## src/riscv_config.svh

```systemverilog
`ifndef RISCV_CONFIG_SVH
`define RISCV_CONFIG_SVH

`define RISCV_XLEN       64   // integer datapath width
`define RISCV_REG_COUNT  32   // x0..x31
`define RISCV_CNT_WIDTH  64   // minstret style counters

`endif

```

## src/riscv_isa_pkg.sv

```systemverilog
`include "riscv_config.svh"

package riscv_isa_pkg;

    typedef logic [4:0]             reg_idx_t;
    typedef logic [`RISCV_XLEN-1:0] xlen_t;

    typedef enum logic [2:0] {
        RES_ALU     = 3'd0,
        RES_LOAD    = 3'd1,
        RES_UIMM    = 3'd2,   // lui / auipc immediate
        RES_PCPLUS4 = 3'd3,   // jal / jalr link
        RES_SC      = 3'd4    // sc.w / sc.d status
    } result_src_e;

    // load funct3
    typedef enum logic [2:0] {
        LB  = 3'd0,
        LH  = 3'd1,
        LW  = 3'd2,
        LD  = 3'd3,
        LBU = 3'd4,
        LHU = 3'd5,
        LWU = 3'd6
    } load_size_e;

    typedef enum logic [1:0] {
        RET_NONE = 2'd0,
        RET_SRET = 2'd1,
        RET_MRET = 2'd2
    } trap_ret_e;

    typedef union packed {
        logic [`RISCV_XLEN/8-1:0][7:0]   bytes;
        logic [`RISCV_XLEN/16-1:0][15:0] halves;
        logic [`RISCV_XLEN/32-1:0][31:0] words;
        logic [`RISCV_XLEN-1:0]          dword;
    } load_word_u;

endpackage

```

## src/riscv_load_align.sv

```systemverilog
`timescale 1ns/1ps

module riscv_load_align (
    input  riscv_isa_pkg::xlen_t      i_riscv_mw_memrdata,
    input  logic [2:0]                i_riscv_mw_memaddr_lo,
    input  riscv_isa_pkg::load_size_e i_riscv_mw_loadsize,
    output riscv_isa_pkg::xlen_t      o_riscv_mw_memload
);

    import riscv_isa_pkg::*;

    load_word_u  word;
    logic [7:0]  lane_b;
    logic [15:0] lane_h;
    logic [31:0] lane_w;
    logic        misaligned;

    assign word   = i_riscv_mw_memrdata;                       // raw doubleword
    assign lane_b = word.bytes[i_riscv_mw_memaddr_lo];
    assign lane_h = word.halves[i_riscv_mw_memaddr_lo[2:1]];
    assign lane_w = word.words[i_riscv_mw_memaddr_lo[2]];

    always_comb begin : load_ext_proc
        case (i_riscv_mw_loadsize)
            LB:      o_riscv_mw_memload = xlen_t'(signed'(lane_b));
            LH:      o_riscv_mw_memload = xlen_t'(signed'(lane_h));
            LW:      o_riscv_mw_memload = xlen_t'(signed'(lane_w));
            LD:      o_riscv_mw_memload = word.dword;
            LBU:     o_riscv_mw_memload = xlen_t'(lane_b);
            LHU:     o_riscv_mw_memload = xlen_t'(lane_h);
            LWU:     o_riscv_mw_memload = xlen_t'(lane_w);
            default: o_riscv_mw_memload = '0;             // funct3 7 unused
        endcase
    end

    assign misaligned =
        (((i_riscv_mw_loadsize == LH) || (i_riscv_mw_loadsize == LHU)) &&
         i_riscv_mw_memaddr_lo[0]) ||
        (((i_riscv_mw_loadsize == LW) || (i_riscv_mw_loadsize == LWU)) &&
         (|i_riscv_mw_memaddr_lo[1:0])) ||
        ((i_riscv_mw_loadsize == LD) && (|i_riscv_mw_memaddr_lo));

    // misaligned accesses trap upstream and never reach this stage
    always_comb begin : align_chk_proc
        a_load_aligned : assert final (
            $isunknown({i_riscv_mw_loadsize, i_riscv_mw_memaddr_lo}) || !misaligned
        ) else $error("misaligned load size %0d offset %0d",
                      i_riscv_mw_loadsize, i_riscv_mw_memaddr_lo);
    end

endmodule

```

## config.mk

```make
export PLATFORM = sky130hd
export DESIGN_NAME = riscv_load_align
export DESIGN_NICKNAME = d
export VERILOG_FILES = /design/src/riscv_isa_pkg.sv /design/src/riscv_load_align.sv
export VERILOG_INCLUDE_DIRS = /design/src /design/src/src
export SDC_FILE = /design/constraint.sdc
export NUM_CORES = 1
export LEC_CHECK = 0
export ABC_AREA = 0
export BUFFER_PORTS_ARGS = -buffer_cell sky130_fd_sc_hd__buf_2
export CAP_MARGIN = 20
export CELL_PAD_IN_SITES_DETAIL_PLACEMENT = 0
export CELL_PAD_IN_SITES_GLOBAL_PLACEMENT = 1
export CORE_MARGIN = 8
export CORE_UTILIZATION = 30
export DETAILED_ROUTE_END_ITERATION = 12
export PLACE_DENSITY_LB_ADDON = 0.1
export SETUP_SLACK_MARGIN = 0.1
export SYNTH_ARGS = -nofsm -noshare
export SYNTH_HDL_FRONTEND = slang
export SYNTH_SLANG_ARGS = --single-unit
```

## constraint.sdc

```tcl
create_clock -name vclk -period 2.8
set_clock_uncertainty 0.05 [all_clocks]
set_input_delay 0.14 -clock vclk [all_inputs]
set_output_delay 0.14 -clock vclk [all_outputs]
set_load 0.05 [all_outputs]
```

==> impl_metrics.json <==
{
  "outcome": "finished, final reports clean",
  "die_w_um": 91.40,
  "place_congestion": 0.8229,
  "cp_cell_sequence": "buf_2, buf_4, or2_2, o221ai_2, o21ai_2, buf_4, a221o_1, buf_2",
  "start_util_pct": 30.97,
  "peakVddDrop_v": 0.0001675,
  "worstSetupPathType": "in2out",
  "hpwl_um": 6473,
  "final_common_cell": "buf_2",
  "hold_viol_final": 0,
  "filler_cell_count": 600,
  "cts_hold_buffers": 0,
  "layout_setup_ws_ns": 0.6131,
  "slowest_stage": "or2_2",
  "min_path_type": "in2out",
  "drcViolationCount": 0,
  "power.total_w": 0.0008360,
  "routed_wl_um": 7969,
  "cp-end-kind": "output pin",
  "p_per_area_mw_per_mm2": 344.8,
  "setup_viol": 0,
  "port_buffers": 134,
  "leakage_nw": 1.472,
  "antenna_left": 0,
  "place_ws_ns": 0.6169,
  "seq_cell_count": 0,
  "crit_buf_inv": 4,
  "vias_per_cell": 5.805,
  "start_kind": "input port",
  "cp_top_family": "buffers and inverters",
  "grt_pass1_wl_um": 12740,
  "area_growth_pct": 42.19,
  "wl_per_cell_um": 19.92,
  "crit_arrival_ns": 2.00,
  "rows": 27,
  "fin_crit_ns": 2.187,
  "max_freq_mhz": 457.3,
  "antenna_found_initial": 0,
  "syn_inst": 208,
  "top_level_ports": 134,
  "core-area_mm2": 0.005507,
  "critical_path_required_ns": 2.61,
  "postCtsSetupBuffers": 0,
  "crit_fanout": 19,
  "via_count": 2322,
  "ys_seq_area_share_pct": 0,
  "drt-pass1-iter-count": 5,
  "antenna_cells": 0,
  "rsz0062_at_grt": "false",
  "final_cell_mix": "134 x buf_2, 34 x a21o_1, 21 x mux2i_1",
  "fin_tns_setup_ns": 0,
  "maxSlewHeadroom_pct": 52.49,
  "drtIter0Drc": 144,
  "grt_use_total_pct": 17.86,
  "grt_max_degree": 36,
  "fin_nets": 400,
  "slew_viol_final": 0,
  "fp.dieH_um": 91.40,
  "cap_violations": 0,
  "avgSynthCellArea_um2": 8.199,
  "drive_above_1_share_pct": 54.57,
  "overflow": 0,
  "grt_pass1_vias": 2501,
  "final-seq-area_um2": 0,
  "synth_fp_nets": 278,
  "yosys_warnings": 0,
  "fin_crit_sh_pct": 78.10,
  "clkbuf_count": 0,
  "cts_resized": 0,
  "worstMarginPinSlew_ns": 0.7100,
  "die-area_mm2": 0.008353,
  "synth.distinct_cells": 40,
  "crit_path_max_incr_delay_ns": 0.33,
  "syn_area_mm2": 0.001705
}
## synth_stat cells, types with 4 or more instances
master / instances / area, um2
a21o_1: 34 / 255.2
mux2i_1: 21 / 210.2
mux2_2: 18 / 202.7
a221o_1: 16 / 160.2
buf_2: 15 / 75.07
nand2_1: 12 / 45.04
clkbuf_1: 9 / 33.78
mux4_2: 8 / 180.2
a222oi_1: 7 / 70.07
o22ai_1: 6 / 37.54
nand2b_1: 5 / 31.28
nand3_1: 5 / 25.02
a21oi_1: 4 / 20.02
a32oi_1: 4 / 35.03
nor2_1: 4 / 15.01
## layout make-up
cell class / instances / area [um2] / area share, %
inverters: 3 / 11.26 / 0.4644
repair buffers: 146 / 760.7 / 31.37
well taps: 72 / 90.09 / 3.715
multi-input cells: 179 / 1563 / 64.45
## power breakdown
| part | internal [W] | switching (W) |
|---|---|---|
| sequential | 0 | 0 |
| combinational | 0.000248 | 0.000588 |
| clock | 0 | 0 |
## through the flow
stage	hold slack (ns)	util (%)	cells	instance area [um2]
2_1_floorplan	0.5294	-	208	1705
3_3_place_gp	0.6748	44.04	400	2425
3_5_place_dp	0.6778	44.04	400	2425
4_1_cts	0.6778	44.04	400	2425
5_1_grt	0.6868	44.04	400	2425
6_report	0.6715	44.04	400	2425
## cell families (layout without fill, tap and decap cells)
kind of cell / after synthesis / after routing / share of synthesized area, %
buffers and inverters: 29 / 149 / 8.364
AO/OA/AOI/OAI: 89 / 89 / 42.77
AND/OR/NAND/NOR: 43 / 43 / 14.09
multiplexers: 47 / 47 / 34.78
## path summary, 6_finish.rpt
kind	startpoint	endpoint	slack [ns]	depth (start not counted)
worst max-delay path	i_riscv_mw_memaddr_lo[2]	o_riscv_mw_memload[19]	0.61	8
worst min-delay path	i_riscv_mw_memrdata[50]	o_riscv_mw_memload[50]	0.67	3
## routing by layer
metal / vias up / part of all wire, % / GRT usage (%)
li1: 1102 / - / -
met1: 1139 / 42 / 22.00
met2: 81 / 51 / 32.29
met3: 0 / 6.5 / 3.786
met4: 0 / 0 / 0.5457
met5: - / 0 / 0
## tightest hold or removal path: cells and delay by family
family,cells,cell delay (ns)
AOI/OAI and AO/OA,1,0.10
buffers and inverters,2,0.35
(Power assumes the default switching activity.)
