--- config.mk ---
export PLATFORM = sky130hd
export DESIGN_NAME = riscv_regfile
export DESIGN_NICKNAME = d
export VERILOG_FILES = /design/src/riscv_isa_pkg.sv /design/src/riscv_regfile.sv
export VERILOG_INCLUDE_DIRS = /design/src /design/src/src
export SDC_FILE = /design/constraint.sdc
export NUM_CORES = 2
export LEC_CHECK = 0
export ABC_AREA = 0
export BUFFER_PORTS_ARGS = -buffer_cell sky130_fd_sc_hd__buf_2
export CORE_UTILIZATION = 35
export DETAILED_ROUTE_END_ITERATION = 6
export HOLD_SLACK_MARGIN = 0.03
export PLACE_DENSITY = 0.47
export SETUP_SLACK_MARGIN = 0.1
export SLEW_MARGIN = 10
export SYNTH_ARGS = -nofsm -noshare
export SYNTH_HDL_FRONTEND = slang
export SYNTH_SLANG_ARGS = --single-unit
--- constraint.sdc ---
create_clock -name i_riscv_mw_clk -period 95.8 [get_ports i_riscv_mw_clk]
set_clock_uncertainty 0.1 [all_clocks]
set_input_delay 28.74 -clock i_riscv_mw_clk [delete_from_list [all_inputs] [get_ports i_riscv_mw_clk]]
set_output_delay 28.74 -clock i_riscv_mw_clk [all_outputs]
set_load 0.01 [all_outputs]
--- src/riscv_config.svh ---
`ifndef RISCV_CONFIG_SVH
`define RISCV_CONFIG_SVH

`define RISCV_XLEN       64   // integer datapath width
`define RISCV_REG_COUNT  32   // x0..x31
`define RISCV_CNT_WIDTH  64   // minstret style counters

`endif

--- src/riscv_isa_pkg.sv ---
`include "riscv_config.svh"

package riscv_isa_pkg;

    typedef logic [4:0]             reg_idx_t;
    typedef logic [`RISCV_XLEN-1:0] xlen_t;

    typedef enum logic [2:0] {
        RES_ALU     = 3'd0,
        RES_LOAD    = 3'd1,
        RES_UIMM    = 3'd2,   // lui / auipc immediate
        RES_PCPLUS4 = 3'd3,   // jal / jalr link
        RES_SC      = 3'd4    // sc.w / sc.d status
    } result_src_e;

    // load funct3
    typedef enum logic [2:0] {
        LB  = 3'd0,
        LH  = 3'd1,
        LW  = 3'd2,
        LD  = 3'd3,
        LBU = 3'd4,
        LHU = 3'd5,
        LWU = 3'd6
    } load_size_e;

    typedef enum logic [1:0] {
        RET_NONE = 2'd0,
        RET_SRET = 2'd1,
        RET_MRET = 2'd2
    } trap_ret_e;

    typedef union packed {
        logic [`RISCV_XLEN/8-1:0][7:0]   bytes;
        logic [`RISCV_XLEN/16-1:0][15:0] halves;
        logic [`RISCV_XLEN/32-1:0][31:0] words;
        logic [`RISCV_XLEN-1:0]          dword;
    } load_word_u;

endpackage

--- src/riscv_regfile.sv ---
`timescale 1ns/1ps
`include "riscv_config.svh"

module riscv_regfile (
    input  logic                    i_riscv_mw_clk,
    input  logic                    i_riscv_mw_rst,
    input  logic                    i_riscv_mw_we,
    input  riscv_isa_pkg::reg_idx_t i_riscv_mw_wraddr,
    input  riscv_isa_pkg::xlen_t    i_riscv_mw_wrdata,
    input  riscv_isa_pkg::reg_idx_t i_riscv_mw_rs1addr,
    input  riscv_isa_pkg::reg_idx_t i_riscv_mw_rs2addr,
    output riscv_isa_pkg::xlen_t    o_riscv_mw_rs1data,
    output riscv_isa_pkg::xlen_t    o_riscv_mw_rs2data
);

    import riscv_isa_pkg::*;

    xlen_t regs [`RISCV_REG_COUNT];
    logic  wr_en;

    assign wr_en = i_riscv_mw_we && (i_riscv_mw_wraddr != '0);   // x0 never written

    always_ff @(posedge i_riscv_mw_clk or posedge i_riscv_mw_rst) begin : rf_write_proc
        if (i_riscv_mw_rst) begin
            for (int i = 0; i < `RISCV_REG_COUNT; i++) begin
                regs[i] <= '0;
            end
        end else if (wr_en) begin
            regs[i_riscv_mw_wraddr] <= i_riscv_mw_wrdata;
        end
    end

    function automatic xlen_t rd_port(input reg_idx_t addr, input logic we,
                                      input reg_idx_t wa, input xlen_t wd,
                                      input xlen_t stored);
        if (addr == '0) begin
            return '0;
        end else if (we && (addr == wa)) begin
            return wd;                                 // write-through
        end
        return stored;
    endfunction

    always_comb begin : rf_read_proc
        o_riscv_mw_rs1data = rd_port(i_riscv_mw_rs1addr, wr_en, i_riscv_mw_wraddr,
                                     i_riscv_mw_wrdata, regs[i_riscv_mw_rs1addr]);
        o_riscv_mw_rs2data = rd_port(i_riscv_mw_rs2addr, wr_en, i_riscv_mw_wraddr,
                                     i_riscv_mw_wrdata, regs[i_riscv_mw_rs2addr]);
    end

endmodule

==> metrics.cfg <==
[run_status]
status=complete, no violations

[clocking]
cts_max_level=4
path_clk_slew_ns=0.06
cts_setup_buffers=0
numCtsBuffers=239
ctsRootBufferMaster=clkbuf_16
cts_hold_buf=0
clock_latency_ns=0.91
ctsResizeCount=0
cts_sinks=2048
cts_tree=built
clockBufferDepth=4

[yosys]
yosys-mux-area-fraction=0.4268
synth_xor_area_frac=0.0008011
async_reset_ff_frac=1.000
synth_commonest_cells=dfrtp_1, mux2_2, mux4_2
synth_enable_flop_cells=0
synth_cell_types=47
synthCells=7444
synth_fp_nets=7526
yosysMostFrequentCell=dfrtp_1
synth_fa_ha_area_frac=0
yosysTopAreaCell=dfrtp_1
ys_warn_count=0
synth-main-ff-cell=dfrtp_1
ys_top_cells_by_area=dfrtp_1, mux2_2, mux4_2
synth_compound_area_frac=0.05018
synth_simple_gate_area_frac=0.01896
postSynthAreaPerCell_um2=14.69
ys_seq_area_frac=0.4688
synth_top_family_by_area=multiplexers
synth_top_cell_area_share=0.4688
synth_area_um2=109300
synth_seq_cells=2048

[floorplanning]
dieHeight_um=560.9
dieWidth_um=560.9
start_util=0.3528
num_rows=204
core_um2=309900
die-area_um2=314600
io_pins=210

[route]
drc=0
vias=70340
wl_per_cell_um=34.86
routed_wl_um=402000
firstDrtPassIters=7
drtIter0Drc=5798
vias_per_cell=6.100
antenna_left=0

[sta]
fmax_mhz=16.07
rsz0062_at_grt=no
finalMaxSlewViolations=0
setup_slack_ns=33.58
period_needed_ns=62.22
finalCritPeriodShare=0.6495
tightest_slew_ns=1.235
setup_tns_ns=0
timing.hold.ws_ns=0.2932
slew_headroom=0.1748
hold_viol=0
setup_viol=0

[placement]
hpwl_um=221100
post-place-ws_ns=33.50
globalplace.congestion=0.7636
port_buffers=209

[setup_path]
path_class=input pin to output port
end_kind=output port
reg2reg_slack_ns=94.82
crit_fanout=96
r2r-start=regs[460]
cp.required_ns=66.96
worstPathArrival_ns=33.38
cp-start-kind=input pin
rr_worst_depth=1
r2r_end=regs[460]

[hold_path]
hp-class=flip-flop to flip-flop
hold_path_startpoint=regs[2022]
min_path_cells=0
min_to=regs[2022]

[final_layout]
drive_gt1_frac=0.4745
largest_reg_flops=2048
biggestRegsByFlops=regs x2048
fill_cells=28990
fin_nets=7282
fin_util=0.3928
top_register=regs
syn_to_final_growth_pct=11.34

[global_routing]
grt_util_met3=0.03306
overflow=0
antenna_found_initial=52
met1_usage=0.3455
grt_pass1_vias=74090
top_usage_layer=met2
use_met2=0.4222
grtUsageTotal=0.2544
grt_pass1_wl_um=577900
grt_max_degree=157

[pwr]
p_leak_nw=52.79
ir_drop_uv=15.76
power_density_nw_per_um2=21.40

[job]
cap_violations=0

-- cell usage in the layout (no fill, tap or decap), drive strengths merged, types with 14 or more instances in the layout --
cell type,instances
a211o,79
a211oi,168
a21oi,48
a221oi,43
a22oi,123
a31oi,35
a32o,46
buf,393
bufinv,15
clkbuf,363
clkinv,49
dfrtp,2048
diode,14
mux2,1995
mux2i,543
mux4,833
nand2,72
nand3,38
nand3b,39
nor2,64
nor2b,93
nor3,53
o22ai,188
-- kinds of logic (layout without fill, tap and decap cells) --
kind of cell           after synthesis  in the layout
multiplexers                      3371           3371
flip-flops                        2048           2048
buffers and inverters              882            835
AO/OA/AOI/OAI                      743            743
AND/OR/NAND/NOR                    390            390
XOR/XNOR                            10             10
other                                0             14
-- worst max-delay path by stage --
stage | cells after the start | start | endpoint | slack, ns
2_1_floorplan | 1 | i_riscv_mw_rst | regs[0] | 9.11
3_3_place_gp | 10 | i_riscv_mw_rs1addr[0] | o_riscv_mw_rs1data[20] | 33.47
3_5_place_dp | 10 | i_riscv_mw_rs1addr[0] | o_riscv_mw_rs1data[20] | 33.50
4_1_cts | 10 | i_riscv_mw_rs1addr[0] | o_riscv_mw_rs1data[20] | 33.50
5_1_grt | 10 | i_riscv_mw_rs2addr[0] | o_riscv_mw_rs2data[36] | 33.26
6_report | 10 | i_riscv_mw_rs2addr[0] | o_riscv_mw_rs2data[36] | 33.58
-- metrics by stage --
stage	cell area [µm²]	total power, mW	instances
finish	121700	2.605	11530
global route	121700	2.723	11520
CTS	121700	2.628	11520
detailed placement	113700	1.680	11080
global placement	113700	1.663	11080
floorplan	109300	1.531	7444
-- area by class of cell --
class                   instances  area, µm²  area share
diodes                         14      35.03   0.0002878
clock buffers                 362       7054     0.05795
clock inverters                76      898.4    0.007380
inverters                       3      18.77   0.0001542
multi-input cells            4514      54680      0.4492
flip-flops and latches       2048      51250      0.4210
well taps                    4120       5155     0.04235
repair buffers                394       2635     0.02165
-- routing by layer --
metal / wire [µm] / vias to the layer above
li1: - / 28380
met1: 173700 / 39130
met2: 194900 / 2158
met3: 19930 / 666
met4: 13340 / 14
met5: 81 / -
-- critical path: stages --
cell and delay (ns):
buf_8 0.50, buf_12 0.65, buf_4 0.77, buf_4 0.87, mux4_2 0.59, nor2b_1 0.14, a211oi_1 0.26, a211oi_1 0.08
a211o_1 0.29, buf_2 0.15
-- power breakdown --
part           switching, mW  total (mW)  internal [mW]
Combinational          0.222       0.518          0.296
Sequential             0.119        1.15           1.03
Clock                  0.393       0.939          0.546
(Power assumes the default switching activity.)
