### config.mk
export PLATFORM = sky130hd
export DESIGN_NAME = riscv_wb_mux
export DESIGN_NICKNAME = d
export VERILOG_FILES = /design/src/riscv_isa_pkg.sv /design/src/riscv_pipe_pkg.sv /design/src/riscv_wb_mux.sv
export VERILOG_INCLUDE_DIRS = /design/src /design/src/src
export SDC_FILE = /design/constraint.sdc
export NUM_CORES = 1
export LEC_CHECK = 0
export ABC_CLOCK_PERIOD_IN_PS = 3100
export BUFFER_PORTS_ARGS = -buffer_cell sky130_fd_sc_hd__buf_2
export CAP_MARGIN = 20
export CELL_PAD_IN_SITES_DETAIL_PLACEMENT = 0
export CELL_PAD_IN_SITES_GLOBAL_PLACEMENT = 1
export CORE_AREA = 2 2 178 180
export DETAILED_ROUTE_END_ITERATION = 12
export DIE_AREA = 0 0 180 182
export GPL_TIMING_DRIVEN = 0
export PLACE_DENSITY_LB_ADDON = 0.1
export SLEW_MARGIN = 0
export SYNTH_ARGS = -nofsm -noshare
export SYNTH_HDL_FRONTEND = slang
export SYNTH_SLANG_ARGS = --single-unit
### constraint.sdc
create_clock -name vclk -period 3.1
set_clock_uncertainty 0.2 [all_clocks]
set_input_delay 0.62 -clock vclk [all_inputs]
set_output_delay 0.62 -clock vclk [all_outputs]
set_load 0.02 [all_outputs]
### src/riscv_config.svh
`ifndef RISCV_CONFIG_SVH
`define RISCV_CONFIG_SVH

`define RISCV_XLEN       64   // integer datapath width
`define RISCV_REG_COUNT  32   // x0..x31
`define RISCV_CNT_WIDTH  64   // minstret style counters

`endif

### src/riscv_isa_pkg.sv
`include "riscv_config.svh"

package riscv_isa_pkg;

    typedef logic [4:0]             reg_idx_t;
    typedef logic [`RISCV_XLEN-1:0] xlen_t;

    typedef enum logic [2:0] {
        RES_ALU     = 3'd0,
        RES_LOAD    = 3'd1,
        RES_UIMM    = 3'd2,   // lui / auipc immediate
        RES_PCPLUS4 = 3'd3,   // jal / jalr link
        RES_SC      = 3'd4    // sc.w / sc.d status
    } result_src_e;

    // load funct3
    typedef enum logic [2:0] {
        LB  = 3'd0,
        LH  = 3'd1,
        LW  = 3'd2,
        LD  = 3'd3,
        LBU = 3'd4,
        LHU = 3'd5,
        LWU = 3'd6
    } load_size_e;

    typedef enum logic [1:0] {
        RET_NONE = 2'd0,
        RET_SRET = 2'd1,
        RET_MRET = 2'd2
    } trap_ret_e;

    typedef union packed {
        logic [`RISCV_XLEN/8-1:0][7:0]   bytes;
        logic [`RISCV_XLEN/16-1:0][15:0] halves;
        logic [`RISCV_XLEN/32-1:0][31:0] words;
        logic [`RISCV_XLEN-1:0]          dword;
    } load_word_u;

endpackage

### src/riscv_pipe_pkg.sv
package riscv_pipe_pkg;

    // payload leaving the memory stage
    typedef struct packed {
        riscv_isa_pkg::xlen_t       pcplus4;
        riscv_isa_pkg::xlen_t       result;      // alu / address result
        riscv_isa_pkg::xlen_t       uimm;
        riscv_isa_pkg::xlen_t       memload;     // filled by the load aligner
        riscv_isa_pkg::xlen_t       csrout;
        riscv_isa_pkg::xlen_t       rddata_sc;
        riscv_isa_pkg::reg_idx_t    rdaddr;
        riscv_isa_pkg::result_src_e resultsrc;
        logic                       regw;
        logic                       iscsr;
        logic                       gototrap;
        logic                       instret;
        riscv_isa_pkg::trap_ret_e   returnfromtrap;
    } mem_stage_t;

    // payload held in writeback
    typedef struct packed {
        riscv_isa_pkg::xlen_t       pcplus4;
        riscv_isa_pkg::xlen_t       result;
        riscv_isa_pkg::xlen_t       uimm;
        riscv_isa_pkg::xlen_t       memload;
        riscv_isa_pkg::xlen_t       csrout;
        riscv_isa_pkg::xlen_t       rddata_sc;
        riscv_isa_pkg::reg_idx_t    rdaddr;
        riscv_isa_pkg::result_src_e resultsrc;
        logic                       regw;
        logic                       iscsr;
        logic                       gototrap;
        logic                       instret;     // single cycle retire pulse
        riscv_isa_pkg::trap_ret_e   returnfromtrap;
    } wb_stage_t;

endpackage

### src/riscv_wb_mux.sv
`timescale 1ns/1ps

module riscv_wb_mux (
    input  riscv_pipe_pkg::wb_stage_t i_riscv_mw_wb,
    output riscv_isa_pkg::xlen_t      o_riscv_mw_rddata
);

    import riscv_isa_pkg::*;

    always_comb begin : wb_sel_proc
        if (i_riscv_mw_wb.iscsr) begin
            o_riscv_mw_rddata = i_riscv_mw_wb.csrout;      // old csr value to rd
        end else begin
            case (i_riscv_mw_wb.resultsrc)
                RES_ALU:     o_riscv_mw_rddata = i_riscv_mw_wb.result;
                RES_LOAD:    o_riscv_mw_rddata = i_riscv_mw_wb.memload;
                RES_UIMM:    o_riscv_mw_rddata = i_riscv_mw_wb.uimm;
                RES_PCPLUS4: o_riscv_mw_rddata = i_riscv_mw_wb.pcplus4;
                RES_SC:      o_riscv_mw_rddata = i_riscv_mw_wb.rddata_sc;
                default:     o_riscv_mw_rddata = '0;
            endcase
        end
    end

endmodule

==> impl_results.rst <==
.. list-table::
   :header-rows: 1

   * - Metric
     - Value
   * - Half-perimeter wire length after placement
     - approximately 21000 um
   * - Final hold slack
     - 1.39 ns
   * - GPL Wtd Cong
     - between 0.7 and 0.8
   * - XOR/XNOR share of the synthesized area
     - 0%
   * - Area growth from synthesis to layout
     - 82.9%
   * - Placeable core region
     - roughly 31000 sq um
   * - Final worst path period need
     - 3.00 ns
   * - Total Wirelength
     - ~25000 um
   * - Cell count after synthesis
     - between 400 and 500
   * - Final core occ
     - between 10% and 20%
   * - Data required time of the worst path
     - 2.28 ns
   * - Syn Std Cell Area
     - about 3300 sq um
   * - Endpoint of the worst hold-timing path
     - o_riscv_mw_rddata[44]
   * - Post-placement cell count
     - 1279
   * - Net count, final
     - roughly 1300
   * - Final hold violation count
     - 0
   * - Maximum number of pins on one net before global-route repair
     - 11
   * - Maximum fanout count along the critical path
     - 10
   * - Post-synthesis simple-gate area fraction
     - between 15 and 20%
   * - Relative slew margins
     - approximately 41%
   * - Outcome
     - finished, final reports clean
   * - Power Dens Cells
     - between 100 and 150 nW/um^2
   * - I/O pin total
     - ~460
   * - Leading cell type by number of instances after synthesis
     - mux2i_1
   * - Number of stages on the worst hold path
     - 4
   * - Initial core utilization
     - 10.8%
   * - Multiplexer share of the synthesized area
     - between 30% and 40%
   * - Top area cells in the synthesized netlist
     - mux2i_1 26%, a221o_1 13%, o2bb2ai_1 11%
   * - GR Util All Layers
     - approximately 14%
   * - Arrival @ worst endpoint
     - between 2 and 2.5 ns
   * - Number of setup violations in the final report
     - 0
   * - Category of the worst setup path capture point
     - output pin
   * - Leakage
     - approximately 3.1 nW
   * - Number of buffers inserted by port buffering
     - around 450
   * - Max-slew violations
     - 0
   * - Total congestion overflow
     - 0
   * - Class of the tightest hold or removal check
     - in2out
   * - Detailed Routing Iterations Pass 1
     - 4
   * - F_max
     - between 0.3 and 0.4 GHz
   * - Total number of vias
     - about 5400
   * - Wire length on met2
     - 13400 um
   * - Area share of the largest cell type after synthesis
     - approximately a quarter
   * - Max-capacitance violation count
     - 0
   * - Hold-fix buffers at CTS
     - 0
   * - Wire length on met1
     - approximately 9600 um
   * - # rows
     - 65
   * - Combinational family with the most area after synthesis
     - compound AO/OA/AOI/OAI gates
   * - Worst-margin pin slew
     - between 0.8 and 0.9 ns
   * - Number of sequential cells in the layout
     - 0
   * - Final cell count without fillers
     - 1281
   * - Wire length of the first global-routing pass
     - 35900 um
   * - Floorplan die area
     - ~33000 sq um
   * - Initial antenna violation count
     - 3
   * - Chip Width
     - around 180 um
   * - Final period util
     - a little over nine tenths
   * - DRC violation count after routing
     - 0
   * - Die H
     - between 150 and 200 um
   * - Largest voltage drop on the vdd net
     - about 0.035 mV
   * - Post-synthesis share of cell area spent on full adders, half adders and majority gates
     - 0%
   * - Share of post-route cells with drive strength above 1
     - between 50% and 60%
   * - Setup repair after global routing missed its margin
     - false
   * - Compound-cell area share of the yosys netlist
     - about 40%
   * - Vias in the first global route
     - ~5900
   * - Clk_buf instances
     - 0
   * - Max layer used
     - met5
   * - WL/cell
     - around 20 um
   * - FF+latch area
     - 0 sq um
   * - Library cell occupying the most area in the post-synthesis netlist
     - mux2i_1
   * - Number of library cell types mapped by synthesis
     - 20
   * - Mapped Nets
     - a little over 800
   * - Detailed route wirelength on metal3
     - about 1900 um
   * - Kind of start point of the critical path
     - primary input
   * - Starting DRT DRC Count
     - 150
   * - Sequential element share of the synthesized area
     - 0%
   * - Antenna Violating Nets Remaining
     - 0
   * - Vias per std cell
     - around 4.2
   * - Synthesis Warnings
     - 0
   * - Synth Area per Inst
     - approximately 7.8 sq um
   * - Number of setup buffers added after CTS
     - 0
   * - HP Start
     - i_riscv_mw_wb[122]
   * - Cell types with the highest counts after synthesis
     - 86 x mux2i_1, 44 x nor2_1, 43 x a221o_1, 43 x o2bb2ai_1, 42 x nand3b_1
   * - Crit path kind
     - in2out
   * - CP startpoint
     - i_riscv_mw_wb[8]
   * - Final total negative setup slack
     - 0 ns
[worst max-delay path: stages]
cell	delay, ns
buf_6	0.15
buf_2	0.32
mux2i_1	0.40
o2bb2ai_1	0.17
a221o_1	0.33
buf_2	0.18
[power breakdown]
part / internal [mW] / leakage [nW] / switching, mW / total (mW)
clock: 0.0000000864 / 0.0000127 / 0 / 0.0000000864
combinational: 0.424 / 3.11 / 0.462 / 0.886
sequential: 0 / 0 / 0 / 0
total: 0.424 / 3.11 / 0.462 / 0.886
[what timing repair did]
| item | CTS | global route |
|---|---|---|
| pin swaps | 0 | 0 |
| resized for setup | 3 | 10 |
| endpoints found under the setup margin | 60 | 3 |
| endpoints found under the hold margin | 0 | 0 |
[cells by family after synthesis]
kind of cell	Yosys count
buf+inv	61
compound gates	151
mux	107
simple gates	110
[through the flow]
step / worst slack [ns] / cell area (sq um) / total power, mW
6_report: 0.0956 / 6100 / 0.886
5_1_grt: 0.000793 / 6100 / 0.970
4_1_cts: 0.0191 / 6090 / 0.908
3_5_place_dp: -0.240 / 6080 / 0.903
3_3_place_gp: -0.242 / 6080 / 0.906
2_1_floorplan: 0.521 / 3340 / 0.458
[cell type report]
type,instances,area (sq um)
fillers,3629,24900
multi-input cells,368,3010
repair buffers,448,2240
well taps,402,503
plain buffers,60,334
diodes,2,5.00
inverters,1,3.75
[how the worst max path moves through the flow]
stage	depth (start not counted)	to	slack (ns)
finish	6	o_riscv_mw_rddata[63]	0.1
global route	6	o_riscv_mw_rddata[59]	0.0008
CTS	7	o_riscv_mw_rddata[56]	0.02
detailed placement	5	o_riscv_mw_rddata[9]	-0.24
global placement	6	o_riscv_mw_rddata[17]	-0.24
floorplan	5	o_riscv_mw_rddata[12]	0.52
[per-layer routing]
| metal | vias up | track usage [%] |
|---|---|---|
| met5 | - | 0 |
| met4 | 2 | 0.813 |
| met3 | 6 | 3.11 |
| met2 | 273 | 28.6 |
| met1 | 2475 | 15.5 |
| li1 | 2629 | - |
[placed cells by master, fill, tap and decap left out, types with 2 or more instances in the layout]
master     synthesis  final
a211o_1           21     21
mux2_2            21     21
buf_4              4      4
buf_6              7      7
o211ai_1          21     21
buf_2             26    474
o2bb2ai_1         43     43
a221o_1           43     43
mux2i_1           86     86
nand3b_1          42     42
diode_2            0      2
nor2_1            44     44
clkbuf_2           0      7
clkbuf_1          23     16
nand2_1           21     21
a22oi_1           21     21
Note: power is estimated with default switching activity, not from simulation.
