File: config.mk
export PLATFORM = sky130hd
export DESIGN_NAME = riscv_retire_counter
export DESIGN_NICKNAME = d
export VERILOG_FILES = /design/src/riscv_isa_pkg.sv /design/src/riscv_retire_counter.sv
export VERILOG_INCLUDE_DIRS = /design/src /design/src/src
export SDC_FILE = /design/constraint.sdc
export NUM_CORES = 1
export LEC_CHECK = 0
export ABC_AREA = 1
export BUFFER_PORTS_ARGS = -buffer_cell sky130_fd_sc_hd__buf_2
export CORE_MARGIN = 2
export CORE_UTILIZATION = 45
export DETAILED_ROUTE_END_ITERATION = 6
export PLACE_DENSITY = 0.63
export SETUP_SLACK_MARGIN = 0.05
export SLEW_MARGIN = 15
export SYNTH_ARGS = -nofsm -noshare
export SYNTH_HDL_FRONTEND = slang
export SYNTH_SLANG_ARGS = --single-unit
File: constraint.sdc
create_clock -name i_riscv_mw_clk -period 7.4 [get_ports i_riscv_mw_clk]
set_clock_uncertainty 0.1 [all_clocks]
set_input_delay 0.37 -clock i_riscv_mw_clk [delete_from_list [all_inputs] [get_ports i_riscv_mw_clk]]
set_output_delay 0.37 -clock i_riscv_mw_clk [all_outputs]
set_load 0.005 [all_outputs]
File: src/riscv_config.svh
`ifndef RISCV_CONFIG_SVH
`define RISCV_CONFIG_SVH

`define RISCV_XLEN       64   // integer datapath width
`define RISCV_REG_COUNT  32   // x0..x31
`define RISCV_CNT_WIDTH  64   // minstret style counters

`endif

File: src/riscv_isa_pkg.sv
`include "riscv_config.svh"

package riscv_isa_pkg;

    typedef logic [4:0]             reg_idx_t;
    typedef logic [`RISCV_XLEN-1:0] xlen_t;

    typedef enum logic [2:0] {
        RES_ALU     = 3'd0,
        RES_LOAD    = 3'd1,
        RES_UIMM    = 3'd2,   // lui / auipc immediate
        RES_PCPLUS4 = 3'd3,   // jal / jalr link
        RES_SC      = 3'd4    // sc.w / sc.d status
    } result_src_e;

    // load funct3
    typedef enum logic [2:0] {
        LB  = 3'd0,
        LH  = 3'd1,
        LW  = 3'd2,
        LD  = 3'd3,
        LBU = 3'd4,
        LHU = 3'd5,
        LWU = 3'd6
    } load_size_e;

    typedef enum logic [1:0] {
        RET_NONE = 2'd0,
        RET_SRET = 2'd1,
        RET_MRET = 2'd2
    } trap_ret_e;

    typedef union packed {
        logic [`RISCV_XLEN/8-1:0][7:0]   bytes;
        logic [`RISCV_XLEN/16-1:0][15:0] halves;
        logic [`RISCV_XLEN/32-1:0][31:0] words;
        logic [`RISCV_XLEN-1:0]          dword;
    } load_word_u;

endpackage

File: src/riscv_retire_counter.sv
`timescale 1ns/1ps
`include "riscv_config.svh"

module riscv_retire_counter (
    input  logic                        i_riscv_mw_clk,
    input  logic                        i_riscv_mw_rst,
    input  logic                        i_riscv_mw_instret,
    input  logic                        i_riscv_mw_gototrap,
    input  riscv_isa_pkg::trap_ret_e    i_riscv_mw_returnfromtrap,
    output logic [`RISCV_CNT_WIDTH-1:0] o_riscv_mw_minstret,
    output logic [`RISCV_CNT_WIDTH-1:0] o_riscv_mw_trapcount,
    output logic [`RISCV_CNT_WIDTH-1:0] o_riscv_mw_retcount
);

    import riscv_isa_pkg::*;

    logic      gototrap_q;
    trap_ret_e ret_q;
    logic      trap_rise;
    logic      ret_rise;

    // a stalled trap or return stays high, count the edge only
    assign trap_rise = i_riscv_mw_gototrap && !gototrap_q;
    assign ret_rise  = (i_riscv_mw_returnfromtrap != RET_NONE) && (ret_q == RET_NONE);

    always_ff @(posedge i_riscv_mw_clk or posedge i_riscv_mw_rst) begin : cnt_proc
        if (i_riscv_mw_rst) begin
            gototrap_q           <= 1'b0;
            ret_q                <= RET_NONE;
            o_riscv_mw_minstret  <= '0;
            o_riscv_mw_trapcount <= '0;
            o_riscv_mw_retcount  <= '0;
        end else begin
            gototrap_q <= i_riscv_mw_gototrap;
            ret_q      <= i_riscv_mw_returnfromtrap;
            if (i_riscv_mw_instret) begin
                o_riscv_mw_minstret <= o_riscv_mw_minstret + 1'b1;
            end
            if (trap_rise) begin
                o_riscv_mw_trapcount <= o_riscv_mw_trapcount + 1'b1;
            end
            if (ret_rise) begin
                o_riscv_mw_retcount <= o_riscv_mw_retcount + 1'b1;
            end
        end
    end

    a_ret_kind_legal : assert property (
        @(posedge i_riscv_mw_clk) disable iff (i_riscv_mw_rst)
        i_riscv_mw_returnfromtrap != 2'd3
    ) else $error("undefined trap return kind");

endmodule

==> flow_metrics.py, run 1 <==
metrics = {
    "critical_path": {
        "crit_arrival_ns": 2.61,
        "crit_chain": "dlygate4sd3_1 > buf_2 > inv_1 > nor2_2 > buf_4 > inv_1 > nor3_4 > nand2_2 > o21ai_1 > nand2_1",
        "required_ns": 7.63,
        "endpoint": "o_riscv_mw_trapcount[52]",
        "critPathMaxStageDelay_ns": 0.52,
        "reg2reg_depth": 7,
        "critPathCaptureType": "flip-flop",
        "regToRegEndpoint": "o_riscv_mw_trapcount[52]",
        "r2r-start": "gototrap_q",
        "crit_path_start": "i_riscv_mw_gototrap",
        "cp_common_cell": "inv_1",
        "startpoint_type": "input port",
        "critPathKind": "in2reg",
        "slowest_stage": "dlygate4sd3_1",
        "rrSetupSlack_ns": 5.23,
        "cp_max_fo": 24,
    },
    "floorplan": {
        "dieArea_mm2": 0.0265,
        "io_pins": 198,
        "core.rowCount": 58,
        "die_w_um": 163,
        "core_area_mm2": 0.0250,
        "die_h_um": 163,
        "initial_core_util_pct": 45.5,
    },
    "clocking": {
        "cts_max_level": 4,
        "cts_made_buffers": 17,
        "path_clk_slew_ns": 0.08,
        "insertion_delay_ns": 0.44,
        "cts_tree": "done",
        "cts_buffer_depth": 2,
        "root_buffer": "clkbuf_16",
        "cts_sinks": 195,
    },
    "route": {
        "drt_iter0_markers": 765,
        "wl_um": 34500,
        "ant_nets": 0,
        "first_pass_iters": 6,
        "wire_per_inst_um": 15.9,
        "routed_via_density": 5.07,
        "via_count": 11000,
        "route.detailed.drc": 0,
    },
    "synth": {
        "synth-async-reset-ratio_pct": 100,
        "ys_ff_latch": 195,
        "avgSynthCellArea_um2": 7.06,
        "yosysSeqAreaShare_pct": 43.0,
        "synth_top_area_cell": "dfrtp_1",
        "netlist_area_mm2": 0.0113,
        "synth_edf_count": 0,
        "yosysTopAreaCellShare_pct": 43.0,
        "synth.area.top_cells": "dfrtp_1 43%, nand2_1 18%, nor2_1 10%",
        "synth_cell_types": 28,
        "syn-num-nets": 1617,
        "synth_warnings": 0,
        "ys.flop_type": "dfrtp_1",
        "synth_cells": 1608,
    },
    "power": {
        "internal_power_mw": 1.67,
        "leakagePower_nw": 6.53,
        "power_density_mw_per_mm2": 172,
        "sequentialPowerShare_pct": 51.4,
        "power_mw": 2.29,
        "switchingPower_mw": 0.623,
        "switching_share_pct": 27.1,
        "power_frac_clock_pct": 40.1,
        "combPwrFrac_pct": 8.5,
        "ir_drop_mv": 0.156,
    },
    "timing": {
        "whs_ns": -0.0170,
        "setup_viol": 0,
        "drv_slew": 0,
        "rsz0062_at_grt": "false",
        "min_period_over_period_pct": 32.2,
        "fin_crit_ns": 2.38,
        "fmax_ghz": 0.420,
        "hold_viol": 4,
        "max_slew_margin_pct": 38.3,
        "tns_ns": 0,
        "worst_slack_ns": 5.02,
        "worstMarginPinSlew_ns": 0.925,
    },
    "finish": {
        "diodes": 0,
        "fin_util_pct": 53.5,
        "fillCellCount": 2565,
        "layout_commonest_cell": "nand2_1",
        "final_cell_mix": "557 x nand2_1, 315 x nor2_1, 197 x buf_2",
        "area_growth_pct": 17.6,
        "drive_gt1_share_pct": 14.7,
        "layout.nets": 1833,
    },
    "grt": {
        "grt_pass1_vias": 10400,
        "grt_max_degree": 124,
        "grt.total_usage_pct": 26.6,
        "gr-total-overflow": 0,
        "grt_pass1_wl_um": 55000,
        "antenna_found_initial": 0,
    },
    "flow_run": {
        "cap_viol_max_count": 0,
    },
    "worst_hold_path": {
        "hold_class": "in2async",
    },
    "place": {
        "gp_congestion": 0.927,
        "hpwlAfterDp_um": 27200,
        "dp_slack_ns": 5.15,
        "io_buffers": 197,
    },
    "run_status": {
        "violations": "negative hold slack",
        "outcome": "complete, but fails checks",
    },
}
[cell usage after synthesis (all sizes together) (7+ instances only)]
cell type  count
nor2         340
inv          163
xor2          51
dfrtp        195
xnor2         58
and2           7
nand2        563
nor3          31
o21ai         32
nand3b        43
nand3         74
nand4         32
[critical path: cells and delay by family]
kind	cells	cell delay [ns]
simple gates	4	0.77
compound gates	1	0.15
buf+inv	5	1.30
[per-stage QoR]
stage / instance area [µm²] / instances
floorplan: 11300 / 1608
global placement: 12800 / 2132
detailed placement: 12800 / 2132
CTS: 13300 / 2166
global route: 13300 / 2166
finish: 13300 / 2166
[cells by family after synthesis]
kind of cell | count (synthesis) | synth area share [%]
flops | 195 | 43.0
compound gates | 34 | 1.55
xor+xnor | 109 | 8.41
simple gates | 1097 | 41.0
fa+ha+maj | 3 | 0.331
buf+inv | 170 | 5.68
[timing repair]
action / CTS / global route
hold endpoints to repair: 3 / 0
buffers inserted: 0 / 0
resized for setup: 0 / 0
hold buffers: 3 / 0
[power by group through the flow]
stage	registers (mW)	logic, mW	clock network, mW
floorplan	1.19	0.114	0
global placement	1.20	0.196	0
detailed placement	1.20	0.196	0
global route	1.19	0.221	0.977
CTS	1.18	0.199	0.935
finish	1.18	0.196	0.920
[sequential cells by signal (all words and copies together) (netlist names)]
register              cells
o_riscv_mw_trapcount     64
gototrap_q                1
ret_q                     2
o_riscv_mw_minstret      64
o_riscv_mw_retcount      64
[layout make-up]
type	instances	area (µm²)	area share [%]
clock inverters	13	128	0.956
multi-input cells	1243	5820	43.6
clock buffers	18	439	3.29
flip-flops and latches	195	4880	36.6
repair buffers	204	1050	7.84
inverters	163	619	4.64
well taps	330	413	3.09
[per-layer routing]
| metal | share of wire (%) | track usage [%] |
|---|---|---|
| met1 | 47 | 37.5 |
| met3 | 6.7 | 4.91 |
| met4 | 1.9 | 7.08 |
| met5 | 0 | 0 |
| met2 | 45 | 42.1 |
[worst min-delay path by stage]
stage	slack, ns	depth (start not counted)	from	to
floorplan	0.30	0	i_riscv_mw_gototrap	gototrap_q
global placement	0.37	2	o_riscv_mw_minstret[63]	o_riscv_mw_minstret[63]
detailed placement	0.38	2	o_riscv_mw_retcount[63]	o_riscv_mw_retcount[63]
CTS	0.05	2	i_riscv_mw_rst	o_riscv_mw_retcount[3]
global route	0.05	2	i_riscv_mw_rst	o_riscv_mw_retcount[3]
finish	-0.02	2	i_riscv_mw_rst	o_riscv_mw_retcount[3]
(Power assumes the default switching activity.)
==> inputs of run 2 (changes only) <==
Settings changed: PLACE_DENSITY 0.63 to 0.66.
Clock period 7.4 ns to 2.1 ns, I/O delays scaled along.
==> run 2 against run 1 <==
Against the previous run: the run now ends clean; core utilization is 0.99 points higher; clock power rose to 3.5 times the previous value; final area up 1.9%; wire length grew 0.60%; critical path type is now reg2reg; critical endpoint is now o_riscv_mw_minstret[51]; largest power group unchanged; highest routed layer unchanged.
==> flow_metrics.py, run 2 (synthesis results as in run 1) <==
metrics = {
    "run_status": {
        "outcome": "finished clean",
    },
    "power": {
        "switchingPower_mw": 2.27,
        "power_density_mw_per_mm2": 600,
        "combPwrFrac_pct": 9.8,
        "internal_power_mw": 5.89,
        "switching_share_pct": 27.8,
        "ir_drop_mv": 0.424,
        "leakagePower_nw": 6.66,
        "sequentialPowerShare_pct": 50.5,
        "power_frac_clock_pct": 39.7,
    },
    "timing": {
        "fin_crit_ns": 1.93,
        "min_period_over_period_pct": 91.8,
        "tns_ns": 0,
        "max_slew_margin_pct": 47.1,
        "rsz0062_at_grt": "true",
        "fmax_ghz": 0.519,
        "hold_viol": 0,
        "drv_slew": 0,
        "setup_viol": 0,
        "worstMarginPinSlew_ns": 0.788,
        "whs_ns": 0.259,
    },
    "worst_hold_path": {
        "hold_class": "in2async",
    },
    "critical_path": {
        "slowest_stage": "dfrtp_1",
        "rrSetupSlack_ns": 0.17,
        "crit_chain": "nand2_1 > nor2_1 > nand2_1 > nor2_2 > nand2_1 > nor2_2 > nand2_1 > nand2_1 > nand2_1",
        "startpoint_type": "flip-flop",
        "reg2reg_depth": 9,
        "r2r-start": "o_riscv_mw_minstret[3]",
        "cp_max_fo": 5,
        "path_buf_inv": 0,
        "critPathCaptureType": "flip-flop",
        "critPathKind": "reg2reg",
        "required_ns": 2.33,
        "worst-path-stages": 9,
        "regToRegEndpoint": "o_riscv_mw_minstret[51]",
        "critPathMaxStageDelay_ns": 0.43,
        "crit_arrival_ns": 2.16,
        "cp_top_family": "simple AND/OR/NAND/NOR gates",
        "cp_common_cell": "nand2_1",
    },
    "clocking": {
        "root_buffer": "clkbuf_16",
        "cts_tree": "done",
        "cts_buffer_depth": 2,
        "cts_made_buffers": 17,
        "path_clk_slew_ns": 0.08,
        "cts_max_level": 4,
        "insertion_delay_ns": 0.45,
        "cts_sinks": 195,
    },
    "floorplan": {
        "die_h_um": 163,
        "initial_core_util_pct": 45.5,
        "io_pins": 198,
        "core_area_mm2": 0.0250,
        "dieArea_mm2": 0.0265,
        "core.rowCount": 58,
        "die_w_um": 163,
    },
    "place": {
        "gp_congestion": 0.945,
        "hpwlAfterDp_um": 27700,
        "io_buffers": 197,
    },
    "finish": {
        "area_growth_pct": 19.8,
        "layout.nets": 1852,
        "largestRegisters": "o_riscv_mw_minstret: 64 flops, o_riscv_mw_retcount: 64 flops, o_riscv_mw_trapcount: 64 flops",
        "diodes": 0,
        "fin_util_pct": 54.5,
        "final_cell_mix": "556 x nand2_1, 308 x nor2_1, 197 x buf_2",
        "drive_gt1_share_pct": 16.0,
        "layout_commonest_cell": "nand2_1",
    },
    "route": {
        "wl_um": 34700,
        "wire_per_inst_um": 15.9,
        "route.detailed.drc": 0,
        "ant_nets": 0,
        "first_pass_iters": 5,
        "drt_iter0_markers": 947,
        "via_count": 11200,
        "routed_via_density": 5.10,
    },
    "grt": {
        "grt_pass1_wl_um": 54900,
        "grt.total_usage_pct": 26.5,
        "antenna_found_initial": 0,
        "gr-total-overflow": 0,
        "grt_max_degree": 87,
        "grt_pass1_vias": 10500,
    },
    "flow_run": {
        "cap_viol_max_count": 0,
    },
}
==> run 2: final cells by class <==
class                           count  area (µm²)
Fill cell                        2469       11400
Multi-Input combinational cell   1243        5860
Sequential cell                   195        4880
Timing Repair Buffer              223        1240
Inverter                          163         616
Clock buffer                       18         439
Tap cell                          330         413
Clock inverter                     14         141
==> run 2: worst min-delay path, cell delays in order <==
cell and delay, ns:
dlygate4sd3_1 0.53, buf_2 0.13, clkinvlp_4 0.15, buf_12 0.25
==> run 2: worst max-delay path by stage <==
stage / slack [ns] / to / from
global placement: 0.23 / o_riscv_mw_retcount[54] / o_riscv_mw_retcount[0]
detailed placement: 0.15 / o_riscv_mw_retcount[52] / o_riscv_mw_retcount[1]
CTS: 0.13 / o_riscv_mw_retcount[54] / o_riscv_mw_retcount[1]
floorplan: -0.62 / gototrap_q / i_riscv_mw_rst
global route: 0.0003 / o_riscv_mw_retcount[52] / o_riscv_mw_retcount[1]
finish: 0.17 / o_riscv_mw_minstret[51] / o_riscv_mw_minstret[3]
==> run 2: power by group through the flow <==
stage	logic [mW]	clock network, mW	registers [mW]
after floorplan	0.402	0	4.21
after global placement	0.793	0	4.19
after detailed placement	0.801	0	4.20
after CTS	0.812	3.30	4.12
after global routing	0.894	3.46	4.16
final	0.800	3.24	4.12
==> run 2: repair_timing <==
action                                  4_1_cts  5_1_grt
endpoints found under the setup margin        0       24
hold buffers                                  5        0
setup buffers                                 0        1
resized for setup                             0       12
endpoints found under the hold margin       201        0
==> run 2: per-layer routing <==
| layer | global-route usage [%] | part of all wire, % | vias to the layer above |
|---|---|---|---|
| li1 | - | - | 5463 |
| met1 | 36.9 | 45 | 5209 |
| met2 | 42.4 | 46 | 432 |
| met3 | 4.63 | 6.9 | 47 |
| met4 | 8.37 | 2.1 | 0 |
| met5 | 0 | 0 | - |
==> run 2: per-stage QoR <==
step | cells | power (mW) | setup WS, ns | instance area, µm²
after global routing | 2186 | 8.51 | 0.000297 | 13600
final | 2186 | 8.16 | 0.171 | 13600
after floorplan | 1608 | 4.61 | -0.623 | 11400
after detailed placement | 2148 | 5.00 | 0.152 | 12900
after CTS | 2185 | 8.24 | 0.125 | 13500
after global placement | 2148 | 4.98 | 0.226 | 12900
