$ cat src/riscv_config.svh
`ifndef RISCV_CONFIG_SVH
`define RISCV_CONFIG_SVH

`define RISCV_XLEN       64   // integer datapath width
`define RISCV_REG_COUNT  32   // x0..x31
`define RISCV_CNT_WIDTH  64   // minstret style counters

`endif

$ cat src/riscv_isa_pkg.sv
`include "riscv_config.svh"

package riscv_isa_pkg;

    typedef logic [4:0]             reg_idx_t;
    typedef logic [`RISCV_XLEN-1:0] xlen_t;

    typedef enum logic [2:0] {
        RES_ALU     = 3'd0,
        RES_LOAD    = 3'd1,
        RES_UIMM    = 3'd2,   // lui / auipc immediate
        RES_PCPLUS4 = 3'd3,   // jal / jalr link
        RES_SC      = 3'd4    // sc.w / sc.d status
    } result_src_e;

    // load funct3
    typedef enum logic [2:0] {
        LB  = 3'd0,
        LH  = 3'd1,
        LW  = 3'd2,
        LD  = 3'd3,
        LBU = 3'd4,
        LHU = 3'd5,
        LWU = 3'd6
    } load_size_e;

    typedef enum logic [1:0] {
        RET_NONE = 2'd0,
        RET_SRET = 2'd1,
        RET_MRET = 2'd2
    } trap_ret_e;

    typedef union packed {
        logic [`RISCV_XLEN/8-1:0][7:0]   bytes;
        logic [`RISCV_XLEN/16-1:0][15:0] halves;
        logic [`RISCV_XLEN/32-1:0][31:0] words;
        logic [`RISCV_XLEN-1:0]          dword;
    } load_word_u;

endpackage

$ cat src/riscv_pipe_pkg.sv
package riscv_pipe_pkg;

    // payload leaving the memory stage
    typedef struct packed {
        riscv_isa_pkg::xlen_t       pcplus4;
        riscv_isa_pkg::xlen_t       result;      // alu / address result
        riscv_isa_pkg::xlen_t       uimm;
        riscv_isa_pkg::xlen_t       memload;     // filled by the load aligner
        riscv_isa_pkg::xlen_t       csrout;
        riscv_isa_pkg::xlen_t       rddata_sc;
        riscv_isa_pkg::reg_idx_t    rdaddr;
        riscv_isa_pkg::result_src_e resultsrc;
        logic                       regw;
        logic                       iscsr;
        logic                       gototrap;
        logic                       instret;
        riscv_isa_pkg::trap_ret_e   returnfromtrap;
    } mem_stage_t;

    // payload held in writeback
    typedef struct packed {
        riscv_isa_pkg::xlen_t       pcplus4;
        riscv_isa_pkg::xlen_t       result;
        riscv_isa_pkg::xlen_t       uimm;
        riscv_isa_pkg::xlen_t       memload;
        riscv_isa_pkg::xlen_t       csrout;
        riscv_isa_pkg::xlen_t       rddata_sc;
        riscv_isa_pkg::reg_idx_t    rdaddr;
        riscv_isa_pkg::result_src_e resultsrc;
        logic                       regw;
        logic                       iscsr;
        logic                       gototrap;
        logic                       instret;     // single cycle retire pulse
        riscv_isa_pkg::trap_ret_e   returnfromtrap;
    } wb_stage_t;

endpackage

$ cat src/riscv_ppreg_mw.sv
`timescale 1ns/1ps

module riscv_ppreg_mw (
    input  logic                       i_riscv_mw_clk,
    input  logic                       i_riscv_mw_rst,
    input  logic                       i_riscv_mw_en,      // stall, high holds
    input  logic                       i_riscv_mw_flush,   // trap flush
    input  riscv_pipe_pkg::mem_stage_t i_riscv_mw_mem,
    output riscv_pipe_pkg::wb_stage_t  o_riscv_mw_wb
);

    import riscv_pipe_pkg::*;

    wb_stage_t wb_load;

    // memory stage fields mapped into writeback
    always_comb begin : mw_map_proc
        wb_load.pcplus4        = i_riscv_mw_mem.pcplus4;
        wb_load.result         = i_riscv_mw_mem.result;
        wb_load.uimm           = i_riscv_mw_mem.uimm;
        wb_load.memload        = i_riscv_mw_mem.memload;
        wb_load.csrout         = i_riscv_mw_mem.csrout;
        wb_load.rddata_sc      = i_riscv_mw_mem.rddata_sc;
        wb_load.rdaddr         = i_riscv_mw_mem.rdaddr;
        wb_load.resultsrc      = i_riscv_mw_mem.resultsrc;
        wb_load.regw           = i_riscv_mw_mem.regw;
        wb_load.iscsr          = i_riscv_mw_mem.iscsr;
        wb_load.gototrap       = i_riscv_mw_mem.gototrap;
        wb_load.instret        = i_riscv_mw_mem.instret;
        wb_load.returnfromtrap = i_riscv_mw_mem.returnfromtrap;
    end

    always_ff @(posedge i_riscv_mw_clk or posedge i_riscv_mw_rst) begin : mw_pff_write_proc
        if (i_riscv_mw_rst) begin
            o_riscv_mw_wb <= '0;
        end else if (i_riscv_mw_flush) begin
            o_riscv_mw_wb <= '0;                     // bubble
        end else if (!i_riscv_mw_en) begin
            o_riscv_mw_wb <= wb_load;
        end else begin
            o_riscv_mw_wb.instret <= 1'b0;           // retire only once
        end
    end

    a_ctrl_known : assert property (
        @(posedge i_riscv_mw_clk) disable iff (i_riscv_mw_rst)
        !$isunknown({i_riscv_mw_en, i_riscv_mw_flush, i_riscv_mw_mem.regw,
                     i_riscv_mw_mem.instret, i_riscv_mw_mem.gototrap})
    ) else $error("unknown stall, flush or control bit at the mw register");

endmodule

$ cat config.mk
export PLATFORM = sky130hd
export DESIGN_NAME = riscv_ppreg_mw
export DESIGN_NICKNAME = d
export VERILOG_FILES = /design/src/riscv_isa_pkg.sv /design/src/riscv_pipe_pkg.sv /design/src/riscv_ppreg_mw.sv
export VERILOG_INCLUDE_DIRS = /design/src /design/src/src
export SDC_FILE = /design/constraint.sdc
export NUM_CORES = 1
export LEC_CHECK = 0
export ABC_AREA = 1
export BUFFER_PORTS_ARGS = -buffer_cell sky130_fd_sc_hd__buf_2
export CAP_MARGIN = 20
export CELL_PAD_IN_SITES_DETAIL_PLACEMENT = 1
export CELL_PAD_IN_SITES_GLOBAL_PLACEMENT = 2
export CORE_AREA = 4 4 307 309
export CTS_CLUSTER_DIAMETER = 100
export DETAILED_ROUTE_END_ITERATION = 10
export DIE_AREA = 0 0 311 313
export GPL_TIMING_DRIVEN = 0
export PLACE_DENSITY = 0.69
export RECOVER_POWER = 25
export SLEW_MARGIN = 20
export SYNTH_ARGS = -nofsm -noshare
export SYNTH_HDL_FRONTEND = slang
export SYNTH_SLANG_ARGS = --single-unit
$ cat constraint.sdc
create_clock -name i_riscv_mw_clk -period 10.6 [get_ports i_riscv_mw_clk]
set_clock_uncertainty 0.1 [all_clocks]
set_input_delay 0.53 -clock i_riscv_mw_clk [delete_from_list [all_inputs] [get_ports i_riscv_mw_clk]]
set_output_delay 0.53 -clock i_riscv_mw_clk [all_outputs]
set_load 0.1 [all_outputs]
==> impl_metrics.toml, run 1 <==
[outcome]
status = "finished, violations left"
violations = "capacitance limit, slew limit"

[grt]
grt_max_degree = 32
grt_pass1_vias = 18700
antenna_found_initial = 13
grt_pass1_wl_microns = 120700
grt_overflow_total = 0
grtUsageTotal_pct = 15.99

[timing]
max_slew.worst_pin.slew_ps = 1800
setup_tns_ps = 0
timing.fmax_mhz = 189.6
setup_ws_ps = 5327
period_needed_ps = 5273
final_max_slew_viol_count = 177
setup_viol = 0
rsz0062_at_grt = "no"
finalHoldViolCount = 0
slew_headroom_pct = -19.97
fin_crit_sh_pct = 49.75

[logic_synthesis]
synth_area_sq_um = 15600
synthTopCellsByArea = "dfrtp_1 64%, nand2_1 19%, nand3_1 13%"
synthCells = 1724
ys.warnings.count = 0
yosysSeqAreaShare_pct = 63.83
synth_top_cell_area_share_pct = 63.83
yosys.area.top_type = "dfrtp_1"
syn_nets = 2126
syn_area_per_cell_sq_um = 9.050
ys_ff_latch = 398
ys_types = 11

[setup_path]
reg2regPathDepth = 2
r2r_setup_slack_ps = 9800
startpoint_type = "input pin"
r2r_end = "o_riscv_mw_wb[378]"
required_ps = 11290
end_kind = "asynchronous set/reset pin"
path_max_fanout = 30
crit_type = "input pin to asynchronous set/reset pin"
startpoint = "i_riscv_mw_rst"
r2r-start = "o_riscv_mw_wb[378]"
arrival_ps = 5970

[cells_and_area]
syn_to_final_growth_pct = 68.28
layout-drive-gt1-share_pct = 33.48
fillCellCount = 10975
final_util_pct = 28.73
nNetsFinal = 3312
top_register = "o_riscv_mw_wb"
top_regs = "o_riscv_mw_wb: 398 flops"
final_common_cell = "buf_2"
largest_register_ffs = 398
final_cell_mix = "893 x buf_2, 794 x nand2_1, 398 x dfrtp_1"
final_area_sq_um = 26260

[place]
hpwl_microns = 60480
place_ws_ps = 8123
io_buffers = 798
place_congestion = 0.8055
detailed_place.area_sq_um = 21390

[pwr]
vdd_ir_drop_max_v = 0.00009627
p_per_area_nw_per_um2 = 179.0
cellLeakagePower_nw = 14.94
power_mw = 4.699

[clock_network]
cts-root-buf = "clkbuf_16"
post-cts-setup-buffers = 0
cts_resized = 0
clock_path_buffers = 3
cts_tree = "done"
htreeDepth = 2
clock_sinks = 398
path_clk_slew_ps = 60
cts-hold-fix-buffers = 319
cts_buffers = 52
clock_latency_ps = 580

[route]
first_pass_iters = 5
vias_per_cell = 4.063
wl_microns = 80310
vias = 16821
drt_iter0_markers = 749
detail_route.wl_per_cell_microns = 19.40
drt.antenna.violating_nets = 0
drc_errors = 0

[die]
rows = 111
ios = 800
core_sq_um = 91390
die_h_microns = 313
die_width_microns = 311
start_util_pct = 17.07
dieArea_sq_um = 97340

[min_path]
hold_path_end = "o_riscv_mw_wb[25]"
holdCritStartpoint = "i_riscv_mw_mem[25]"
hold_depth = 3
hp-class = "input pin to flip-flop"

[run]
maxCapViolCount = 6
==> critical path, stage by stage <==
cell and delay (ps):
dlygate4sd3_1 530, buf_2 120, clkinvlp_2 120, clkbuf_1 1260, clkbuf_1 1270, clkbuf_1 1330, buf_12 310, buf_16 190
buf_12 210
==> logic make-up (layout without fill, tap and decap cells) <==
| group | Yosys count | in the layout | synth area share, % |
|---|---|---|---|
| AND/OR/NAND/NOR | 1193 | 1193 | 32.01 |
| other | 0 | 6 | 0 |
| flip-flops | 398 | 398 | 63.83 |
| buffers and inverters | 133 | 1357 | 4.154 |
==> cell usage after synthesis <==
master / number
nand2_1: 794
dfrtp_1: 398
nand3_1: 397
buf_2: 110
clkbuf_1: 12
buf_1: 6
buf_4: 3
inv_1: 1
inv_2: 1
nor2_8: 1
nor3b_1: 1
==> area by class of cell <==
class	count	area (sq um)	area share (%)
flip-flops and latches	398	9960	37.93
repair buffers	1132	7380	28.11
multi-input cells	1193	4995	19.02
clock buffers	76	1533	5.838
well taps	1186	1484	5.652
plain buffers	131	623.1	2.373
clock inverters	16	257.7	0.9817
diodes	6	15.01	0.05719
inverters	2	8.758	0.03336
==> per-layer routing <==
layer	vias up	global-route usage (%)	wire length [microns]
li1	7916	-	-
met1	8215	18.86	32120
met2	543	28.04	40160
met3	141	4.086	4996
met4	6	5.931	2993
met5	-	0	38
==> report_power, final <==
| group | total (mW) | internal [mW] | switching (mW) |
|---|---|---|---|
| clock | 1.88 | 1.15 | 0.729 |
| combinational | 1.17 | 0.245 | 0.927 |
| sequential | 1.65 | 1.60 | 0.0471 |
==> stage by stage <==
stage	hold WS, ps	cells
after floorplan	500.3	1724
after global placement	383.8	3708
after detailed placement	344.5	3723
after CTS	0.03408	4134
after global routing	23.83	4139
final	53.30	4140
==> worst max path at each step <==
stage	endpoint	slack [ps]
2_1_floorplan	o_riscv_mw_wb[0]	4610
3_3_place_gp	o_riscv_mw_wb[153]	1120
3_5_place_dp	o_riscv_mw_wb[125]	8120
4_1_cts	o_riscv_mw_wb[289]	8400
5_1_grt	o_riscv_mw_wb[155]	4500
6_report	o_riscv_mw_wb[160]	5330
Note: power is estimated with default switching activity, not from simulation.
==> inputs of run 2 (changes only) <==
--- a/config.mk
+++ b/config.mk
@@ -11,12 +11,12 @@
 export CAP_MARGIN = 20
 export CELL_PAD_IN_SITES_DETAIL_PLACEMENT = 1
 export CELL_PAD_IN_SITES_GLOBAL_PLACEMENT = 2
-export CORE_AREA = 4 4 307 309
+export CORE_AREA = 4 4 313 315
 export CTS_CLUSTER_DIAMETER = 100
 export DETAILED_ROUTE_END_ITERATION = 10
-export DIE_AREA = 0 0 311 313
+export DIE_AREA = 0 0 317 319
 export GPL_TIMING_DRIVEN = 0
-export PLACE_DENSITY = 0.69
+export PLACE_DENSITY = 0.65
 export RECOVER_POWER = 25
 export SLEW_MARGIN = 20
 export SYNTH_ARGS = -nofsm -noshare
==> constraint.sdc (replaced) <==
create_clock -name i_riscv_mw_clk -period 5.2 [get_ports i_riscv_mw_clk]
set_clock_uncertainty 0.1 [all_clocks]
set_input_delay 0.26 -clock i_riscv_mw_clk [delete_from_list [all_inputs] [get_ports i_riscv_mw_clk]]
set_output_delay 0.26 -clock i_riscv_mw_clk [all_outputs]
set_load 0.1 [all_outputs]
==> run 2 against run 1 <==
  * Routed wire length up 2.9%
  * The run still ends with capacitance limit, slew limit left
  * First-iteration DRC count increased by 21%
  * Sequential share of layout area fell by 1.2 points
  * Global-route usage shrank 0.18 points
  * Largest cell class unchanged
==> impl_metrics.toml, run 2 (synthesis gave the netlist of run 1 again) <==
[setup_path]
end_kind = "asynchronous set/reset pin"
reg2regPathDepth = 2
startpoint_type = "input pin"
path_max_fanout = 29
crit_type = "input pin to asynchronous set/reset pin"
required_ps = 5890
arrival_ps = 3870

[cells_and_area]
final_cell_mix = "883 x buf_2, 794 x nand2_1, 400 x dlygate4sd3_1"
final_util_pct = 28.60
top_register = "o_riscv_mw_wb"
regArea_sq_um = 9960
largest_register_ffs = 398
syn_to_final_growth_pct = 73.91
multiInputGateArea_sq_um = 4995
fillCellCount = 11369
layout-drive-gt1-share_pct = 32.32
nNetsFinal = 3394
final_common_cell = "buf_2"
top_regs = "o_riscv_mw_wb: 398 flops"

[place]
hpwl_microns = 62150
place_ws_ps = 3157
place_congestion = 0.8252
io_buffers = 798

[clock_network]
clock_latency_ps = 590
htreeDepth = 2
clock_path_buffers = 3
cts-root-buf = "clkbuf_16"
cts_tree = "done"
clock_sinks = 398
post-cts-setup-buffers = 0
path_clk_slew_ps = 60
cts_buffers = 53

[pwr]
vdd_ir_drop_max_v = 0.0002031
power_mw = 9.489
p_per_area_nw_per_um2 = 349.7
cellLeakagePower_nw = 15.24

[min_path]
hold_depth = 4
hp-class = "input pin to flip-flop"

[outcome]
violations = "capacitance limit, slew limit"
status = "finished, violations left"

[route]
drc_errors = 0
wl_microns = 82650
detail_route.wl_per_cell_microns = 19.24
drt.antenna.violating_nets = 0
vias_per_cell = 3.977
first_pass_iters = 4
drt_iter0_markers = 910
vias = 17085

[timing]
setup_viol = 0
period_needed_ps = 3177
max_slew.worst_pin.slew_ps = 1741
final_max_slew_viol_count = 28
setup_tns_ps = 0
rsz0062_at_grt = "no"
hold_slack_ps = 128.8
finalHoldViolCount = 0
fin_crit_sh_pct = 61.10
timing.fmax_mhz = 314.8
slew_headroom_pct = -16.05
setup_ws_ps = 2023

[run]
maxCapViolCount = 1

[die]
die_h_microns = 319
die_width_microns = 317
rows = 113
start_util_pct = 16.45
dieArea_sq_um = 101100
ios = 800
core_sq_um = 94870

[grt]
grt_overflow_total = 0
antenna_found_initial = 7
grt_pass1_vias = 18983
grt_pass1_wl_microns = 121600
grt_max_degree = 31
grtUsageTotal_pct = 15.81
run 2: per-layer routing:
metal | track usage, % | wire length, microns | up-vias
met5 | 0 | 0 | -
met4 | 6.666 | 3451 | 0
met3 | 4.078 | 5711 | 145
met2 | 27.61 | 41030 | 550
met1 | 18.24 | 32460 | 8327
li1 | - | - | 8063
run 2: layout make-up:
class / instances / share of cell area, %
clock inverters: 10 / 0.5257
multi-input cells: 1193 / 18.41
flip-flops and latches: 398 / 36.71
well taps: 1265 / 5.833
repair buffers: 1213 / 30.40
diodes: 5 / 0.04611
inverters: 2 / 0.03228
clock buffers: 79 / 5.801
plain buffers: 131 / 2.250
run 2: where the power goes:
group	switching (mW)	total, mW	leakage (nW)	internal (mW)
Clock	1.45	3.67	0.848	2.22
Combinational	1.91	2.45	9.10	0.543
Sequential	0.0970	3.37	5.29	3.27
Total	3.45	9.49	15.2	6.04
run 2: what timing repair did:
action / 4_1_cts / 5_1_grt
resized for setup: 0 / 0
endpoints found under the hold margin: 488 / 0
hold buffers: 400 / 0
run 2: stage by stage:
step / cell area [sq um] / cells
2_1_floorplan: 15610 / 1724
3_3_place_gp: 21180 / 3787
3_5_place_dp: 21490 / 3802
4_1_cts: 27210 / 4291
5_1_grt: 27130 / 4294
6_report: 27130 / 4296
run 2: final timing paths:
check                        slack [ps]               start            endpoint
setup / recovery                   2020      i_riscv_mw_rst  o_riscv_mw_wb[367]
hold / removal                      130       i_riscv_mw_en  o_riscv_mw_wb[384]
setup reg to reg                   4360  o_riscv_mw_wb[373]  o_riscv_mw_wb[373]
hold reg to reg                     400  o_riscv_mw_wb[266]  o_riscv_mw_wb[266]
max in group i_riscv_mw_clk        3220    i_riscv_mw_flush  o_riscv_mw_wb[276]
min in group asynchronous           290      i_riscv_mw_rst   o_riscv_mw_wb[42]
run 2: critical path, stage by stage:
cell	delay [ps]
dlygate4sd3_1	530
buf_2	120
clkinvlp_2	580
clkbuf_1	1320
buf_12	290
buf_12	230
buf_12	220
buf_12	210
